<file path="src/logic/ifu_defines.svh">
// Fetch unit sizing macros
// Address and instruction width, parcel width
// Queue depth in words and parcels, transaction counter width

`ifndef IFU_DEFINES_SVH
`define IFU_DEFINES_SVH

// Address and instruction width
`define IFU_XLEN        32
// One 16-bit instruction parcel
`define IFU_PARCEL_W    16
// Queue depth
`define IFU_Q_WORDS     2
`define IFU_Q_PARCELS   4
// Pending and discard counter width
`define IFU_TXN_CNT_W   3

`endif

</file>
<file path="src/logic/ifu_mem_pkg.sv">
// Instruction memory port types
// Response kind, byte address, read data word
// Transaction count for pending and discarded requests

package ifu_mem_pkg;

`include "ifu_defines.svh"

// Response codes, one per accepted request
typedef enum logic [1:0] {
    MEM_RESP_IDLE   = 2'b00,  // Nothing this cycle
    MEM_RESP_RDY_OK = 2'b01,  // Read data valid
    MEM_RESP_RDY_ER = 2'b10   // Access fault
} mem_resp_e;

// Byte address, low two bits zero on requests
typedef logic [`IFU_XLEN-1:0]      imem_addr_t;

typedef logic [`IFU_XLEN-1:0]      imem_word_t;   // Read data

typedef logic [`IFU_TXN_CNT_W-1:0] txn_cnt_t;     // In-flight count

endpackage : ifu_mem_pkg

</file>
<file path="src/logic/ifu_instr_pkg.sv">
// Instruction side types
// Parcel and instruction words, free queue word count
// Classification of a returned word, queue write size

package ifu_instr_pkg;

`include "ifu_defines.svh"

typedef logic [`IFU_PARCEL_W-1:0]          parcel_t;   // One halfword
typedef logic [`IFU_XLEN-1:0]              instr_t;    // RVC zero-extended
typedef logic [$clog2(`IFU_Q_WORDS+1)-1:0] q_free_t;   // 0..2 words

// Word content, named <upper half>_<lower half>
typedef enum logic [2:0] {
    KIND_NONE,           // Nothing to write
    KIND_RVI_HI_RVI_LO,  // One full RVI
    KIND_RVC_RVC,
    KIND_RVI_LO_RVC,     // RVC, then start of an RVI
    KIND_RVC_RVI_HI,     // End of a split RVI, then RVC
    KIND_RVI_LO_RVI_HI,  // End of a split RVI, then start of next
    KIND_RVC_NV,         // Unaligned new PC, lower half unused
    KIND_RVI_LO_NV       // Unaligned new PC, RVI starts in upper half
} fetch_kind_e;

// How many parcels a response puts in the queue
typedef enum logic [1:0] {
    Q_WR_NONE,
    Q_WR_FULL,           // Both halves
    Q_WR_HI              // Upper half only
} q_wr_e;

endpackage : ifu_instr_pkg

</file>
<file path="src/logic/ifu_imem_ctrl.sv">
// Request side of the fetch unit
// Idle/fetch FSM and word address register
// Pending request counter and response discard counter

`timescale 1ns/1ps

`include "ifu_defines.svh"

module ifu_imem_ctrl
    import ifu_mem_pkg::*;
    import ifu_instr_pkg::*;
(
    input  logic       clk,
    input  logic       rst_n,
    input  logic       pc_new_req_i,    // Redirect from execute
    input  imem_addr_t pc_new_i,
    input  logic       stop_fetch_i,
    input  logic       imem_ack_i,
    input  mem_resp_e  imem_resp_i,
    input  q_free_t    free_words_i,    // Free words after this cycle's pop
    output logic       imem_req_o,
    output imem_addr_t imem_addr_o,
    output logic       resp_vd_o,       // Response goes to the queue
    output logic       resp_er_o        // ... and it is a fault
);

typedef enum logic {
    FSM_IDLE,
    FSM_FETCH
} fsm_e;

fsm_e                 fsm_ff;
fsm_e                 fsm_next;
logic                 fetch_start;
logic                 fetch_stop;

logic                 resp_ok;
logic                 resp_er;
logic                 resp_rcvd;
logic                 hs_done;

logic [`IFU_XLEN-1:2] addr_ff;          // Word address of next request
logic [`IFU_XLEN-1:2] addr_next;

txn_cnt_t             pnd_cnt;
txn_cnt_t             pnd_cnt_next;
logic                 pnd_full;
txn_cnt_t             dsc_cnt;
txn_cnt_t             dsc_cnt_next;
logic                 dsc_cnt_upd;
logic                 dsc_reload;
logic                 dsc_req;
txn_cnt_t             vd_pnd_cnt;
logic                 has_room;

//----------------------------------------
// Responses
//----------------------------------------

assign resp_ok   = (imem_resp_i == MEM_RESP_RDY_OK);
assign resp_er   = (imem_resp_i == MEM_RESP_RDY_ER);
assign resp_rcvd = resp_ok | resp_er;
assign dsc_req   = |dsc_cnt;                // Still old-stream responses out there
assign resp_vd_o = resp_rcvd & ~dsc_req;
assign resp_er_o = resp_er & ~dsc_req;
assign hs_done   = imem_req_o & imem_ack_i;

//----------------------------------------
// FSM
//----------------------------------------

assign fetch_start = pc_new_req_i & ~stop_fetch_i;
assign fetch_stop  = stop_fetch_i | (resp_er_o & ~pc_new_req_i);  // Fault ends the stream

always_ff @(posedge clk, negedge rst_n) begin
    if (~rst_n) begin
        fsm_ff <= FSM_IDLE;
    end else begin
        fsm_ff <= fsm_next;
    end
end

always_comb begin
    case (fsm_ff)
        FSM_IDLE: fsm_next = fetch_start ? FSM_FETCH : FSM_IDLE;
        default:  fsm_next = fetch_stop  ? FSM_IDLE  : FSM_FETCH;
    endcase
end

// Word address, steps on every accepted request
always_ff @(posedge clk, negedge rst_n) begin
    if (~rst_n) begin
        addr_ff <= '0;
    end else if (pc_new_req_i | hs_done) begin
        addr_ff <= addr_next;
    end
end

assign addr_next = (pc_new_req_i ? pc_new_i[`IFU_XLEN-1:2] : addr_ff)
                 + (`IFU_XLEN-2)'(hs_done);

//----------------------------------------
// Transaction counters
//----------------------------------------

assign pnd_cnt_next = pnd_cnt + txn_cnt_t'(hs_done) - txn_cnt_t'(resp_rcvd);
assign pnd_full     = &pnd_cnt;

always_ff @(posedge clk, negedge rst_n) begin
    if (~rst_n) begin
        pnd_cnt <= '0;
    end else begin
        pnd_cnt <= pnd_cnt_next;
    end
end

// Redirect or stop drops all in flight except this cycle's new request
assign dsc_reload   = pc_new_req_i | stop_fetch_i;
assign dsc_cnt_upd  = dsc_reload | resp_er_o | (resp_rcvd & dsc_req);
assign dsc_cnt_next = dsc_reload ? pnd_cnt_next - txn_cnt_t'(hs_done)
                    : resp_er_o  ? pnd_cnt_next     // Nothing after a fault is trusted
                                 : dsc_cnt - txn_cnt_t'(1);

always_ff @(posedge clk, negedge rst_n) begin
    if (~rst_n) begin
        dsc_cnt <= '0;
    end else if (dsc_cnt_upd) begin
        dsc_cnt <= dsc_cnt_next;
    end
end

assign vd_pnd_cnt = pnd_cnt - dsc_cnt;                      // Responses that will be kept
assign has_room   = txn_cnt_t'(free_words_i) > vd_pnd_cnt;  // Queue never overflows

//----------------------------------------
// Request outputs
//----------------------------------------

assign imem_req_o  = ~stop_fetch_i & ~pnd_full
                   & (pc_new_req_i | ((fsm_ff == FSM_FETCH) & has_room));
assign imem_addr_o = pc_new_req_i ? {pc_new_i[`IFU_XLEN-1:2], 2'b00}
                                  : {addr_ff, 2'b00};

endmodule : ifu_imem_ctrl

</file>
<file path="src/logic/ifu_parcel_queue.sv">
// Four-parcel instruction queue
// Unaligned-start and split-RVI tracking, word classification
// Parcel and fault storage, pointers, occupancy and free words

`timescale 1ns/1ps

`include "ifu_defines.svh"

module ifu_parcel_queue
    import ifu_mem_pkg::*;
    import ifu_instr_pkg::*;
(
    input  logic       clk,
    input  logic       rst_n,
    input  logic       pc_new_req_i,
    input  logic       pc_new_unaligned_i,  // Bit 1 of new PC
    input  logic       stop_fetch_i,
    input  logic       resp_vd_i,
    input  logic       resp_er_i,
    input  imem_word_t rdata_i,
    input  logic       pop_hword_i,
    input  logic       pop_word_i,
    output parcel_t    head_o,
    output parcel_t    next_o,
    output logic       head_err_o,
    output logic       next_err_o,
    output logic       empty_o,
    output logic       one_parcel_o,
    output q_free_t    free_words_o
);

localparam int ADR_W  = $clog2(`IFU_Q_PARCELS);
localparam int PTR_W  = ADR_W + 1;              // Extra wrap bit
localparam int FREE_W = $clog2(`IFU_Q_PARCELS + 1);

logic              unaligned_ff;    // Next word starts in its upper half
logic              rvi_lo_ff;       // Last word ended with low half of an RVI
logic              hi_is_rvi;
logic              lo_is_rvi;
parcel_t           rdata_lo;
parcel_t           rdata_hi;
fetch_kind_e       kind;
q_wr_e             wr_size;

logic              flush;
logic              drop;
logic [PTR_W-1:0]  wptr;
logic [PTR_W-1:0]  wptr_next;
logic [PTR_W-1:0]  rptr;
logic [PTR_W-1:0]  rptr_next;
logic [ADR_W-1:0]  wa_lo;
logic [ADR_W-1:0]  wa_hi;
parcel_t           q_data [`IFU_Q_PARCELS];
logic              q_err  [`IFU_Q_PARCELS];
logic [PTR_W-1:0]  ocpd;
logic [PTR_W-1:0]  ocpd_next;
logic [FREE_W-1:0] free_h_next;

assign rdata_lo  = rdata_i[`IFU_PARCEL_W-1:0];
assign rdata_hi  = rdata_i[2*`IFU_PARCEL_W-1:`IFU_PARCEL_W];
assign hi_is_rvi = &rdata_hi[1:0];
assign lo_is_rvi = &rdata_lo[1:0];

always_ff @(posedge clk, negedge rst_n) begin
    if (~rst_n) begin
        unaligned_ff <= 1'b0;
        rvi_lo_ff    <= 1'b0;
    end else if (pc_new_req_i) begin
        unaligned_ff <= pc_new_unaligned_i;
        rvi_lo_ff    <= 1'b0;
    end else if (resp_vd_i) begin
        unaligned_ff <= 1'b0;                   // Only the first word is affected
        rvi_lo_ff    <= (kind == KIND_RVI_LO_NV) | (kind == KIND_RVI_LO_RVI_HI)
                      | (kind == KIND_RVI_LO_RVC);
    end
end

//----------------------------------------
// Word classification
//----------------------------------------

always_comb begin
    kind = KIND_NONE;
    if (resp_vd_i & ~resp_er_i) begin
        if (unaligned_ff) begin
            kind = hi_is_rvi ? KIND_RVI_LO_NV : KIND_RVC_NV;
        end else if (rvi_lo_ff) begin
            kind = hi_is_rvi ? KIND_RVI_LO_RVI_HI : KIND_RVC_RVI_HI;
        end else begin
            case ({hi_is_rvi, lo_is_rvi})
                2'b00:   kind = KIND_RVC_RVC;
                2'b10:   kind = KIND_RVI_LO_RVC;
                default: kind = KIND_RVI_HI_RVI_LO;  // Low half starts an RVI
            endcase
        end
    end
end

always_comb begin
    wr_size = Q_WR_NONE;
    if (resp_vd_i & resp_er_i) begin
        wr_size = Q_WR_FULL;                    // Both halves marked faulty
    end else begin
        case (kind)
            KIND_NONE:      wr_size = Q_WR_NONE;
            KIND_RVC_NV,
            KIND_RVI_LO_NV: wr_size = Q_WR_HI;
            default:        wr_size = Q_WR_FULL;
        endcase
    end
end

//----------------------------------------
// Pointers and storage
//----------------------------------------

assign flush = pc_new_req_i | stop_fetch_i;
// Popping a fault drops the rest of the failed stream
assign drop  = (head_err_o & (pop_hword_i | pop_word_i)) | (next_err_o & pop_word_i);

assign wptr_next = flush                 ? '0
                 : (wr_size == Q_WR_FULL) ? wptr + PTR_W'(2)
                 : (wr_size == Q_WR_HI)   ? wptr + PTR_W'(1)
                                          : wptr;

always_comb begin
    rptr_next = rptr;
    if (flush) begin
        rptr_next = '0;
    end else if (drop) begin
        rptr_next = wptr;
    end else if (pop_word_i) begin
        rptr_next = rptr + PTR_W'(2);
    end else if (pop_hword_i) begin
        rptr_next = rptr + PTR_W'(1);
    end
end

always_ff @(posedge clk, negedge rst_n) begin
    if (~rst_n) begin
        wptr <= '0;
        rptr <= '0;
    end else begin
        wptr <= wptr_next;
        rptr <= rptr_next;
    end
end

assign wa_lo = ADR_W'(wptr);
assign wa_hi = ADR_W'(wptr + PTR_W'(1));

always_ff @(posedge clk, negedge rst_n) begin
    if (~rst_n) begin
        q_data <= '{default: '0};
        q_err  <= '{default: 1'b0};
    end else if (resp_vd_i & ~flush) begin
        case (wr_size)
            Q_WR_HI: begin
                q_data[wa_lo] <= rdata_hi;
                q_err[wa_lo]  <= resp_er_i;
            end
            Q_WR_FULL: begin
                q_data[wa_lo] <= rdata_lo;
                q_err[wa_lo]  <= resp_er_i;
                q_data[wa_hi] <= rdata_hi;
                q_err[wa_hi]  <= resp_er_i;
            end
            default: begin
            end
        endcase
    end
end

// Status toward decode and request side
assign head_o       = q_data[ADR_W'(rptr)];
assign next_o       = q_data[ADR_W'(rptr + PTR_W'(1))];
assign head_err_o   = q_err[ADR_W'(rptr)];
assign next_err_o   = q_err[ADR_W'(rptr + PTR_W'(1))];
assign ocpd         = wptr - rptr;
assign empty_o      = (rptr == wptr);
assign one_parcel_o = (ocpd == PTR_W'(1));
assign ocpd_next    = wptr - rptr_next;           // After this cycle's pop
assign free_h_next  = FREE_W'(`IFU_Q_PARCELS) - FREE_W'(ocpd_next);
assign free_words_o = q_free_t'(free_h_next >> 1);

endmodule : ifu_parcel_queue

</file>
<file path="src/logic/ifu_idu_out.sv">
// Decode side of the fetch unit
// RVC/RVI assembly from queue head, fault flags, pop size

`timescale 1ns/1ps

module ifu_idu_out
    import ifu_instr_pkg::*;
(
    input  logic    idu_rdy_i,
    input  parcel_t head_i,
    input  parcel_t next_i,
    input  logic    head_err_i,
    input  logic    next_err_i,
    input  logic    empty_i,
    input  logic    one_parcel_i,
    output instr_t  idu_instr_o,
    output logic    idu_vd_o,
    output logic    idu_err_o,
    output logic    idu_err_rvi_hi_o,     // Fault on upper half of an RVI
    output logic    pop_hword_o,
    output logic    pop_word_o
);

logic head_is_rvi;
logic take_hword;
logic rd_vd;

assign head_is_rvi = &head_i[1:0];        // Low bits 11 mean 32-bit

always_comb begin
    idu_vd_o         = 1'b0;
    idu_err_o        = 1'b0;
    idu_err_rvi_hi_o = 1'b0;
    if (~empty_i) begin
        if (one_parcel_i) begin
            idu_vd_o  = ~head_is_rvi | head_err_i;  // RVI waits for its upper parcel
            idu_err_o = head_err_i;
        end else begin
            idu_vd_o         = 1'b1;
            idu_err_o        = head_err_i | (head_is_rvi & next_err_i);
            idu_err_rvi_hi_o = ~head_err_i & head_is_rvi & next_err_i;
        end
    end
end

assign idu_instr_o = head_is_rvi ? {next_i, head_i} : instr_t'(head_i);

// Faulty head goes out alone
assign take_hword  = ~head_is_rvi | head_err_i;
assign rd_vd       = idu_vd_o & idu_rdy_i;
assign pop_hword_o = rd_vd & take_hword;
assign pop_word_o  = rd_vd & ~take_hword;

endmodule : ifu_idu_out

</file>
<file path="src/logic/ifu_top.sv">
// Instruction fetch unit top level
// Request control, parcel queue and decode output stage

`timescale 1ns/1ps

module ifu_top
    import ifu_mem_pkg::*;
    import ifu_instr_pkg::*;
(
    input  logic       clk,
    input  logic       rst_n,
    input  logic       pc_new_req_i,
    input  imem_addr_t pc_new_i,
    input  logic       stop_fetch_i,
    input  logic       imem_ack_i,
    input  imem_word_t imem_rdata_i,
    input  mem_resp_e  imem_resp_i,
    input  logic       idu_rdy_i,
    output logic       imem_req_o,
    output imem_addr_t imem_addr_o,
    output instr_t     idu_instr_o,
    output logic       idu_vd_o,
    output logic       idu_err_o,
    output logic       idu_err_rvi_hi_o
);

logic    resp_vd;
logic    resp_er;
q_free_t free_words;
parcel_t q_head;
parcel_t q_next;
logic    q_head_err;
logic    q_next_err;
logic    q_empty;
logic    q_one_parcel;
logic    pop_hword;
logic    pop_word;

ifu_imem_ctrl u_imem_ctrl (
    .clk          (clk),
    .rst_n        (rst_n),
    .pc_new_req_i (pc_new_req_i),
    .pc_new_i     (pc_new_i),
    .stop_fetch_i (stop_fetch_i),
    .imem_ack_i   (imem_ack_i),
    .imem_resp_i  (imem_resp_i),
    .free_words_i (free_words),
    .imem_req_o   (imem_req_o),
    .imem_addr_o  (imem_addr_o),
    .resp_vd_o    (resp_vd),
    .resp_er_o    (resp_er)
);

ifu_parcel_queue u_parcel_queue (
    .clk                (clk),
    .rst_n              (rst_n),
    .pc_new_req_i       (pc_new_req_i),
    .pc_new_unaligned_i (pc_new_i[1]),   // Halfword start
    .stop_fetch_i       (stop_fetch_i),
    .resp_vd_i          (resp_vd),
    .resp_er_i          (resp_er),
    .rdata_i            (imem_rdata_i),
    .pop_hword_i        (pop_hword),
    .pop_word_i         (pop_word),
    .head_o             (q_head),
    .next_o             (q_next),
    .head_err_o         (q_head_err),
    .next_err_o         (q_next_err),
    .empty_o            (q_empty),
    .one_parcel_o       (q_one_parcel),
    .free_words_o       (free_words)
);

ifu_idu_out u_idu_out (
    .idu_rdy_i        (idu_rdy_i),
    .head_i           (q_head),
    .next_i           (q_next),
    .head_err_i       (q_head_err),
    .next_err_i       (q_next_err),
    .empty_i          (q_empty),
    .one_parcel_i     (q_one_parcel),
    .idu_instr_o      (idu_instr_o),
    .idu_vd_o         (idu_vd_o),
    .idu_err_o        (idu_err_o),
    .idu_err_rvi_hi_o (idu_err_rvi_hi_o),
    .pop_hword_o      (pop_hword),
    .pop_word_o       (pop_word)
);

endmodule : ifu_top

</file>
<file path="config.mk">
export PLATFORM = sky130hd
export DESIGN_NAME = ifu_top
export DESIGN_NICKNAME = d
export VERILOG_FILES = /design/src/logic/ifu_mem_pkg.sv /design/src/logic/ifu_instr_pkg.sv /design/src/logic/ifu_imem_ctrl.sv /design/src/logic/ifu_parcel_queue.sv /design/src/logic/ifu_idu_out.sv /design/src/logic/ifu_top.sv
export VERILOG_INCLUDE_DIRS = /design/src /design/src/logic
export SDC_FILE = /design/constraint.sdc
export NUM_CORES = 1
export LEC_CHECK = 0
export BUFFER_PORTS_ARGS = -buffer_cell sky130_fd_sc_hd__buf_4
export CAP_MARGIN = 5
export CORE_UTILIZATION = 30
export DETAILED_ROUTE_END_ITERATION = 10
export PLACE_DENSITY = 0.56
export SLEW_MARGIN = 20
export SYNTH_ARGS = -nofsm -noshare
export SYNTH_HDL_FRONTEND = slang
export SYNTH_SLANG_ARGS = --single-unit
</file>
<file path="constraint.sdc">
create_clock -name clk -period 8.2 [get_ports clk]
set_clock_uncertainty 0.2 [all_clocks]
set_input_delay 0.41 -clock clk [delete_from_list [all_inputs] [get_ports clk]]
set_output_delay 0.41 -clock clk [all_outputs]
set_load 0.03 [all_outputs]
</file>
==> results.py, run 1 <==
metrics = {
    "outcome": {
        "status": "complete, no violations",
    },
    "worst_setup_path": {
        "path_cells": "buf_12 > mux4_2 > a221oi_2 > a311oi_2 > or2_1 > a21oi_1 > ha_1 > ha_1 > xor2_1 > xnor2_1 > ha_1 > nor2b_1 > o2111a_1 > o211ai_1 > inv_1 > ha_1 > ha_1 > inv_1 > a2111oi_4 > nand3_1 > nor4_1 > xnor2_1 > o21ai_1",
        "timing.critical_path.fanout_max": 25,
        "cpMostUsedCell": "sky130_fd_sc_hd__ha_1",
        "worst_path_slowest_cell": "sky130_fd_sc_hd__mux4_2",
        "crit_path_max_incr_delay_ps": 780,
        "worst_ep_required_time_ps": 8230,
        "critPathArrivalTime_ps": 6710,
        "criticalPathCategory": "flip-flop to flip-flop",
        "worst_setup_path_start_kind": "flip-flop",
        "critical_path.endpoint_type": "flip-flop",
        "worst_r2r_path_depth": 23,
    },
    "pwr": {
        "cellLeakagePower_nw": 3.941,
        "power.ir.vdd_worst_uv": 115.6,
        "total_power_mw": 2.051,
        "power.density_nw_per_um2": 220.2,
    },
    "drt": {
        "drtIter0Drc": 538,
        "postRouteWirelength_um": 22080,
        "drc_errors": 0,
        "avgRoutedWirePerCell_um": 17.72,
        "drt_pre_antenna_iters": 4,
        "vias_per_cell": 5.289,
        "detailroute.via_count": 6590,
        "final_antenna_net_count": 0,
    },
    "place": {
        "io_buffer_count": 136,
        "place_ws_ps": 1173,
        "gp_congestion": 0.7957,
        "placedCellCount": 1228,
        "post_dp_cell_area_um2": 8984,
        "place_hpwl_um": 15360,
    },
    "synth": {
        "synthAdderAreaFrac_pct": 4.682,
        "postSynthCellCount": 803,
        "mappedNetlistArea_um2": 7696,
        "yosys_most_used_dff": "sky130_fd_sc_hd__dfrtp_1",
        "edff_count_synth": 0,
        "synth-async-reset-ratio_pct": 100.0,
        "synth_simple_gate_area_share_pct": 14.05,
        "ys.warnings.count": 0,
        "ys_ff_latch": 112,
        "synth_cell_types": 64,
        "avgSynthCellArea_um2": 9.584,
        "synth_top_family_by_area": "compound AO/OA/AOI/OAI gates",
        "synth_area_in_xor_xnor_pct": 4.520,
        "synth_compound_gate_area_share_pct": 19.05,
        "synth-seq-area-share_pct": 36.42,
        "synthMuxAreaShare_pct": 15.93,
    },
    "die": {
        "die_w_um": 162.2,
        "fp.dieArea_um2": 26300,
        "ios": 140,
        "fp.dieH_um": 162.2,
        "floorplan.rows": 58,
        "floorplan.core_area_um2": 25180,
        "initial_core_util_pct": 30.56,
    },
    "timing": {
        "max_slew_margin_pct": 32.65,
        "hold_violations": 0,
        "final_period_minus_worst_setup_slack_ps": 6680,
        "maxSlewViolCount": 0,
        "timing.hold.ws_ps": 28.52,
        "final.setup.worst_slack_ps": 1520,
        "finalSetupViolations": 0,
        "tns_ps": 0,
        "timing.final.crit_share_pct": 81.46,
        "max_slew.worst_pin.slew_ps": 1007,
        "fmax_ghz": 0.1497,
        "grt_setup_unrepaired": "no",
    },
    "grt": {
        "grt_usage_pct": 17.36,
        "grt_antenna_before_repair": 0,
        "grt_max_degree": 53,
        "gr-total-overflow": 0,
        "grt_pass1_wl_um": 35760,
        "vias_in_the_first_global_route": 6473,
    },
    "cells_and_area": {
        "mostFrequentLayoutCell": "sky130_fd_sc_hd__buf_4",
        "post_layout_nonfiller_instances": 1246,
        "layout.cells.most_common_list": "sky130_fd_sc_hd__buf_4, sky130_fd_sc_hd__dfrtp_1, sky130_fd_sc_hd__nand2_1, sky130_fd_sc_hd__nor2_1, sky130_fd_sc_hd__a22oi_1",
        "insertedDiodeCount": 0,
        "fin_nets": 1010,
        "post_layout_util_pct": 36.99,
        "fin_area_um2": 9315,
        "final_layout_size_suffix_gt1_share_pct": 26.42,
        "flow.area_growth_from_synthesis_pct": 21.04,
    },
    "clock_network": {
        "clock_tree_from_tritoncts": "built",
        "tritoncts_num_sinks": 112,
        "clockRootBuffer": "sky130_fd_sc_hd__clkbuf_16",
        "clk_transition_reported_paths_ps": 80,
        "htree_levels": 3,
        "cts_inserted_buffers": 9,
        "clock_insertion_delay_worst_skew_ps": 360,
        "max-clock-path-buffers": 2,
    },
    "min_path": {
        "hold-path-cell-count": 2,
        "min-delay-path-class": "input pin to flip-flop",
    },
    "flow_run": {
        "cap_viol_max_count": 0,
    },
}
[synth_stat cells (all sizes together), types with 4 or more instances]
library cell / instances / area, um2
a32oi: 4 / 35.03
mux4: 34 / 765.7
nand4: 5 / 31.28
mux2: 24 / 270.3
nor3: 11 / 55.05
a2111oi: 5 / 88.83
dfrtp: 112 / 2803
xnor2: 32 / 280.3
buf: 23 / 137.6
and2: 4 / 25.03
o211ai: 5 / 37.54
nor2: 62 / 232.7
ha: 24 / 300.3
mux2i: 19 / 190.2
and3: 16 / 100.1
a21oi: 54 / 274.0
a211oi: 7 / 62.56
nand3b: 6 / 45.04
inv: 42 / 157.7
nand2: 91 / 341.6
o21ai: 69 / 345.3
clkbuf: 30 / 112.6
a22o: 5 / 43.79
a22oi: 58 / 435.4
nor3b: 5 / 52.55
xor2: 5 / 43.79
nand3: 15 / 75.07
[what timing repair did]
| item | 4_1_cts | 5_1_grt |
|---|---|---|
| hold buffers | 1 | 0 |
| hold endpoints to repair | 32 | 0 |
| resized for setup | 0 | 0 |
| setup buffers | 0 | 0 |
[state kept, by name (all words and copies together), names as in the netlist]
name and count:
u_imem_ctrl.addr_ff 30, u_imem_ctrl.dsc_cnt 3, u_parcel_queue.unaligned_ff 1, u_imem_ctrl.fsm_ff 1
u_parcel_queue.q_err 4, u_parcel_queue.wptr 3, u_parcel_queue.q_data 64, u_imem_ctrl.pnd_cnt 3
u_parcel_queue.rptr 3
[critical path: cells and delay by family, from the launching register on]
kind,cells,cell delay [ps]
flops,1,610
buf+inv,3,490
simple gates,4,1200
fa+ha+maj,5,1110
xor+xnor,3,450
mux,1,780
compound gates,7,1680
[kinds of logic after synthesis]
kind of cell / Yosys count
and+or+nand+nor: 230
AOI/OAI and AO/OA: 223
DFF: 112
buffers and inverters: 95
muxes: 77
xor gates and xnor gates: 38
adders and majority gates: 27
other: 1
[path summary, 6_finish.rpt]
kind                            slack (ps)                                start                                    end
worst max-delay path                  1520     u_parcel_queue.rptr[0]$_DFF_PN0_    u_imem_ctrl.addr_ff[28]$_DFFE_PN0P_
worst min-delay path                    30                         stop_fetch_i           u_imem_ctrl.fsm_ff$_DFF_PN0_
worst max register to register        1520     u_parcel_queue.rptr[0]$_DFF_PN0_    u_imem_ctrl.addr_ff[28]$_DFFE_PN0P_
worst min register to register         280  u_imem_ctrl.addr_ff[14]$_DFFE_PN0P_    u_imem_ctrl.addr_ff[14]$_DFFE_PN0P_
max in group asynchronous             5940                                rst_n       u_parcel_queue.rptr[0]$_DFF_PN0_
min in group asynchronous              310                                rst_n  u_parcel_queue.q_data[57]$_DFFE_PN0P_
[cell type report]
| class | instances | area, um2 |
|---|---|---|
| fill | 2566 | 15870 |
| timing repair buffer | 149 | 1134 |
| sequential | 112 | 2804 |
| tap | 330 | 412.9 |
| multi-input combinational | 597 | 4509 |
| clock buffer | 9 | 225.2 |
| clock inverter | 7 | 72.57 |
| inverter | 42 | 157.7 |
[power by group]
group / leakage (nW) / internal, mW / total (mW) / switching (mW)
clock: 0.146 / 0.215 / 0.449 / 0.234
sequential: 1.48 / 0.659 / 0.741 / 0.0816
combinational: 2.32 / 0.367 / 0.861 / 0.495
total: 3.94 / 1.24 / 2.05 / 0.810
[per-layer routing]
layer / part of all wire, % / global-route usage, %
met2: 46 / 27.88
met3: 7.9 / 4.648
met4: 1.1 / 4.074
met5: 0 / 0
met1: 45 / 23.18
(Power assumes the default switching activity.)
==> inputs of run 2 (changes only) <==
Clock period 8.2 ns to 6.44 ns, I/O delays scaled along.
==> run 2 against run 1 <==
Sequential power up 27%. Non-clock buffer count rose by 14. Largest cell class unchanged. Largest power group unchanged. Cell area rose by 1.2%. Wire length shrank 0.10%. Critical path depth is 2 higher. Fmax rose by 11%. Worst hold slack lost 20 ps. Worst setup slack lost 1100 ps. Clock power rose by 31%. Global-route usage decreased by 0.13 points. Cell count rose by 1.1%.
==> results.py, run 2 (synthesized netlist as in run 1, its figures left out) <==
metrics = {
    "outcome": {
        "status": "complete, no violations",
    },
    "place": {
        "place_hpwl_um": 15370,
        "placedCellCount": 1239,
        "io_buffer_count": 136,
        "gp_congestion": 0.7927,
    },
    "cells_and_area": {
        "layout_top_registers": "u_parcel_queue.q_data (64), u_imem_ctrl.addr_ff (30), u_parcel_queue.q_err (4)",
        "top_register": "u_parcel_queue.q_data",
        "post_layout_nonfiller_instances": 1260,
        "mostFrequentLayoutCell": "sky130_fd_sc_hd__buf_4",
        "layout.cells.most_common_list": "sky130_fd_sc_hd__buf_4, sky130_fd_sc_hd__dfrtp_1, sky130_fd_sc_hd__nand2_1, sky130_fd_sc_hd__nor2_1, sky130_fd_sc_hd__a22oi_1",
        "largest_register_ff_count": 64,
        "insertedDiodeCount": 0,
        "final_layout_size_suffix_gt1_share_pct": 27.53,
        "sequential_cell_area_um2": 2804,
        "area_of_the_multi_input_gates_um2": 4517,
        "post_layout_util_pct": 37.42,
        "flow.area_growth_from_synthesis_pct": 22.45,
        "fillers": 2569,
        "fin_nets": 1024,
    },
    "worst_setup_path": {
        "crit_cells": 25,
        "worstReg2RegStart": "u_parcel_queue.rptr[0]$_DFF_PN0_",
        "worst_r2r_path_depth": 25,
        "timing.reg2reg.setup_slack_ps": 440,
        "timing.critical_path.max_delay_family": "adder cells",
        "critical_path.reg2reg.endpoint": "u_imem_ctrl.addr_ff[18]$_DFFE_PN0P_",
        "crit_path_max_incr_delay_ps": 500,
        "timing.critical_path.fanout_max": 5,
        "criticalPathCategory": "flip-flop to flip-flop",
        "worst_ep_required_time_ps": 6460,
        "critical_path.endpoint_type": "flip-flop",
        "worst_setup_path_start_kind": "flip-flop",
        "critPathArrivalTime_ps": 6020,
        "worst_path_slowest_cell": "sky130_fd_sc_hd__fa_1",
        "cp.buffers_inverters": 3,
        "cpMostUsedCell": "sky130_fd_sc_hd__ha_1",
    },
    "grt": {
        "vias_in_the_first_global_route": 6552,
        "grt_max_degree": 67,
        "gr-total-overflow": 0,
        "grt_pass1_wl_um": 35580,
        "grt_usage_pct": 17.22,
        "grt_antenna_before_repair": 0,
    },
    "clock_network": {
        "cts_inserted_buffers": 9,
        "clock_tree_from_tritoncts": "built",
        "max-clock-path-buffers": 2,
        "clk_transition_reported_paths_ps": 80,
        "clock_insertion_delay_worst_skew_ps": 370,
        "clockRootBuffer": "sky130_fd_sc_hd__clkbuf_16",
        "tritoncts_num_sinks": 112,
        "htree_levels": 3,
    },
    "drt": {
        "detailroute.via_count": 6572,
        "final_antenna_net_count": 0,
        "drt_pre_antenna_iters": 6,
        "drc_errors": 0,
        "drtIter0Drc": 463,
        "postRouteWirelength_um": 22060,
        "avgRoutedWirePerCell_um": 17.50,
        "vias_per_cell": 5.216,
    },
    "timing": {
        "final_period_minus_worst_setup_slack_ps": 6000,
        "max_slew_margin_pct": 27.96,
        "grt_setup_unrepaired": "no",
        "max_slew.worst_pin.slew_ps": 1073,
        "hold_violations": 0,
        "timing.final.crit_share_pct": 93.17,
        "timing.hold.ws_ps": 8.107,
        "tns_ps": 0,
        "fmax_ghz": 0.1667,
        "maxSlewViolCount": 0,
        "finalSetupViolations": 0,
    },
    "die": {
        "initial_core_util_pct": 30.56,
        "fp.dieH_um": 162.2,
        "floorplan.core_area_um2": 25180,
        "ios": 140,
        "die_w_um": 162.2,
        "floorplan.rows": 58,
        "fp.dieArea_um2": 26300,
    },
    "pwr": {
        "power.switching_fraction_pct": 39.44,
        "power.ir.vdd_worst_uv": 152.5,
        "p_int_mw": 1.604,
        "net-switching-power_mw": 1.045,
        "total_power_mw": 2.649,
        "cellLeakagePower_nw": 4.005,
        "power.combinational.fraction_pct": 42.3,
        "seqPwrFrac_pct": 35.6,
        "clockPowerShare_pct": 22.1,
        "power.density_nw_per_um2": 281.0,
    },
    "min_path": {
        "min_from": "pc_new_i[1]",
        "hold-path-cell-count": 3,
        "min-delay-path-class": "input pin to flip-flop",
        "hold_path_end": "u_parcel_queue.unaligned_ff$_DFFE_PN0P_",
    },
    "flow_run": {
        "cap_viol_max_count": 0,
    },
}
run 2: metrics by stage:
stage / setup slack, ps / cell area (um2)
after CTS: 216.2 / 9387
final: 440.0 / 9424
after global routing: 30.30 / 9424
after detailed placement: 241.1 / 9066
after floorplan: 88.25 / 7700
after global placement: 316.7 / 9066
run 2: worst max-delay path by stage:
stage / start / end / slack [ps]
after floorplan: u_parcel_queue.rptr[1]$_DFF_PN0_ / u_imem_ctrl.dsc_cnt[2]$_DFFE_PN0P_ / 90
after detailed placement: u_parcel_queue.rptr[0]$_DFF_PN0_ / u_imem_ctrl.dsc_cnt[2]$_DFFE_PN0P_ / 240
after global placement: u_parcel_queue.rptr[1]$_DFF_PN0_ / u_imem_ctrl.dsc_cnt[2]$_DFFE_PN0P_ / 320
after CTS: u_parcel_queue.rptr[0]$_DFF_PN0_ / u_imem_ctrl.dsc_cnt[2]$_DFFE_PN0P_ / 220
after global routing: u_parcel_queue.rptr[0]$_DFF_PN0_ / u_imem_ctrl.dsc_cnt[2]$_DFFE_PN0P_ / 30
final: u_parcel_queue.rptr[0]$_DFF_PN0_ / u_imem_ctrl.addr_ff[18]$_DFFE_PN0P_ / 440
run 2: what timing repair did:
item / in CTS / in global routing
setup buffers: 0 / 3
resized for setup: 0 / 3
setup endpoints to repair: 0 / 2
hold endpoints to repair: 66 / 0
hold buffers: 2 / 0
run 2: worst min-delay path: cells and delay by family:
kind / cells / cell delay, ps
and+or+nand+nor: 1 / 60
AOI/OAI and AO/OA: 1 / 60
buffers and inverters: 1 / 90
run 2: power groups by stage:
stage	Combinational [mW]	Clock [mW]	Sequential, mW
6_report	1.12	0.587	0.943
5_1_grt	1.23	0.622	0.966
4_1_cts	1.12	0.603	0.942
3_5_place_dp	1.12	0	0.954
3_3_place_gp	1.10	0	0.952
2_1_floorplan	0.785	0	0.917
run 2: layer usage:
layer  wire [um]  vias to the layer above  GRT usage (%)  share of wire (%)
met2       10420                      221          28.62                 47
met3        1488                       18          4.035                6.7
li1            -                     3164              -                  -
met1        9889                     3169          22.39                 45
met4         254                        0          4.545                1.2
met5           0                        -              0                  0
run 2: cell type report:
class | count | area share [%]
Multi-Input combinational cell | 597 | 47.93
Sequential cell | 112 | 29.75
Timing Repair Buffer | 163 | 13.08
Tap cell | 330 | 4.381
Clock buffer | 10 | 2.536
Inverter | 42 | 1.673
Clock inverter | 6 | 0.6506
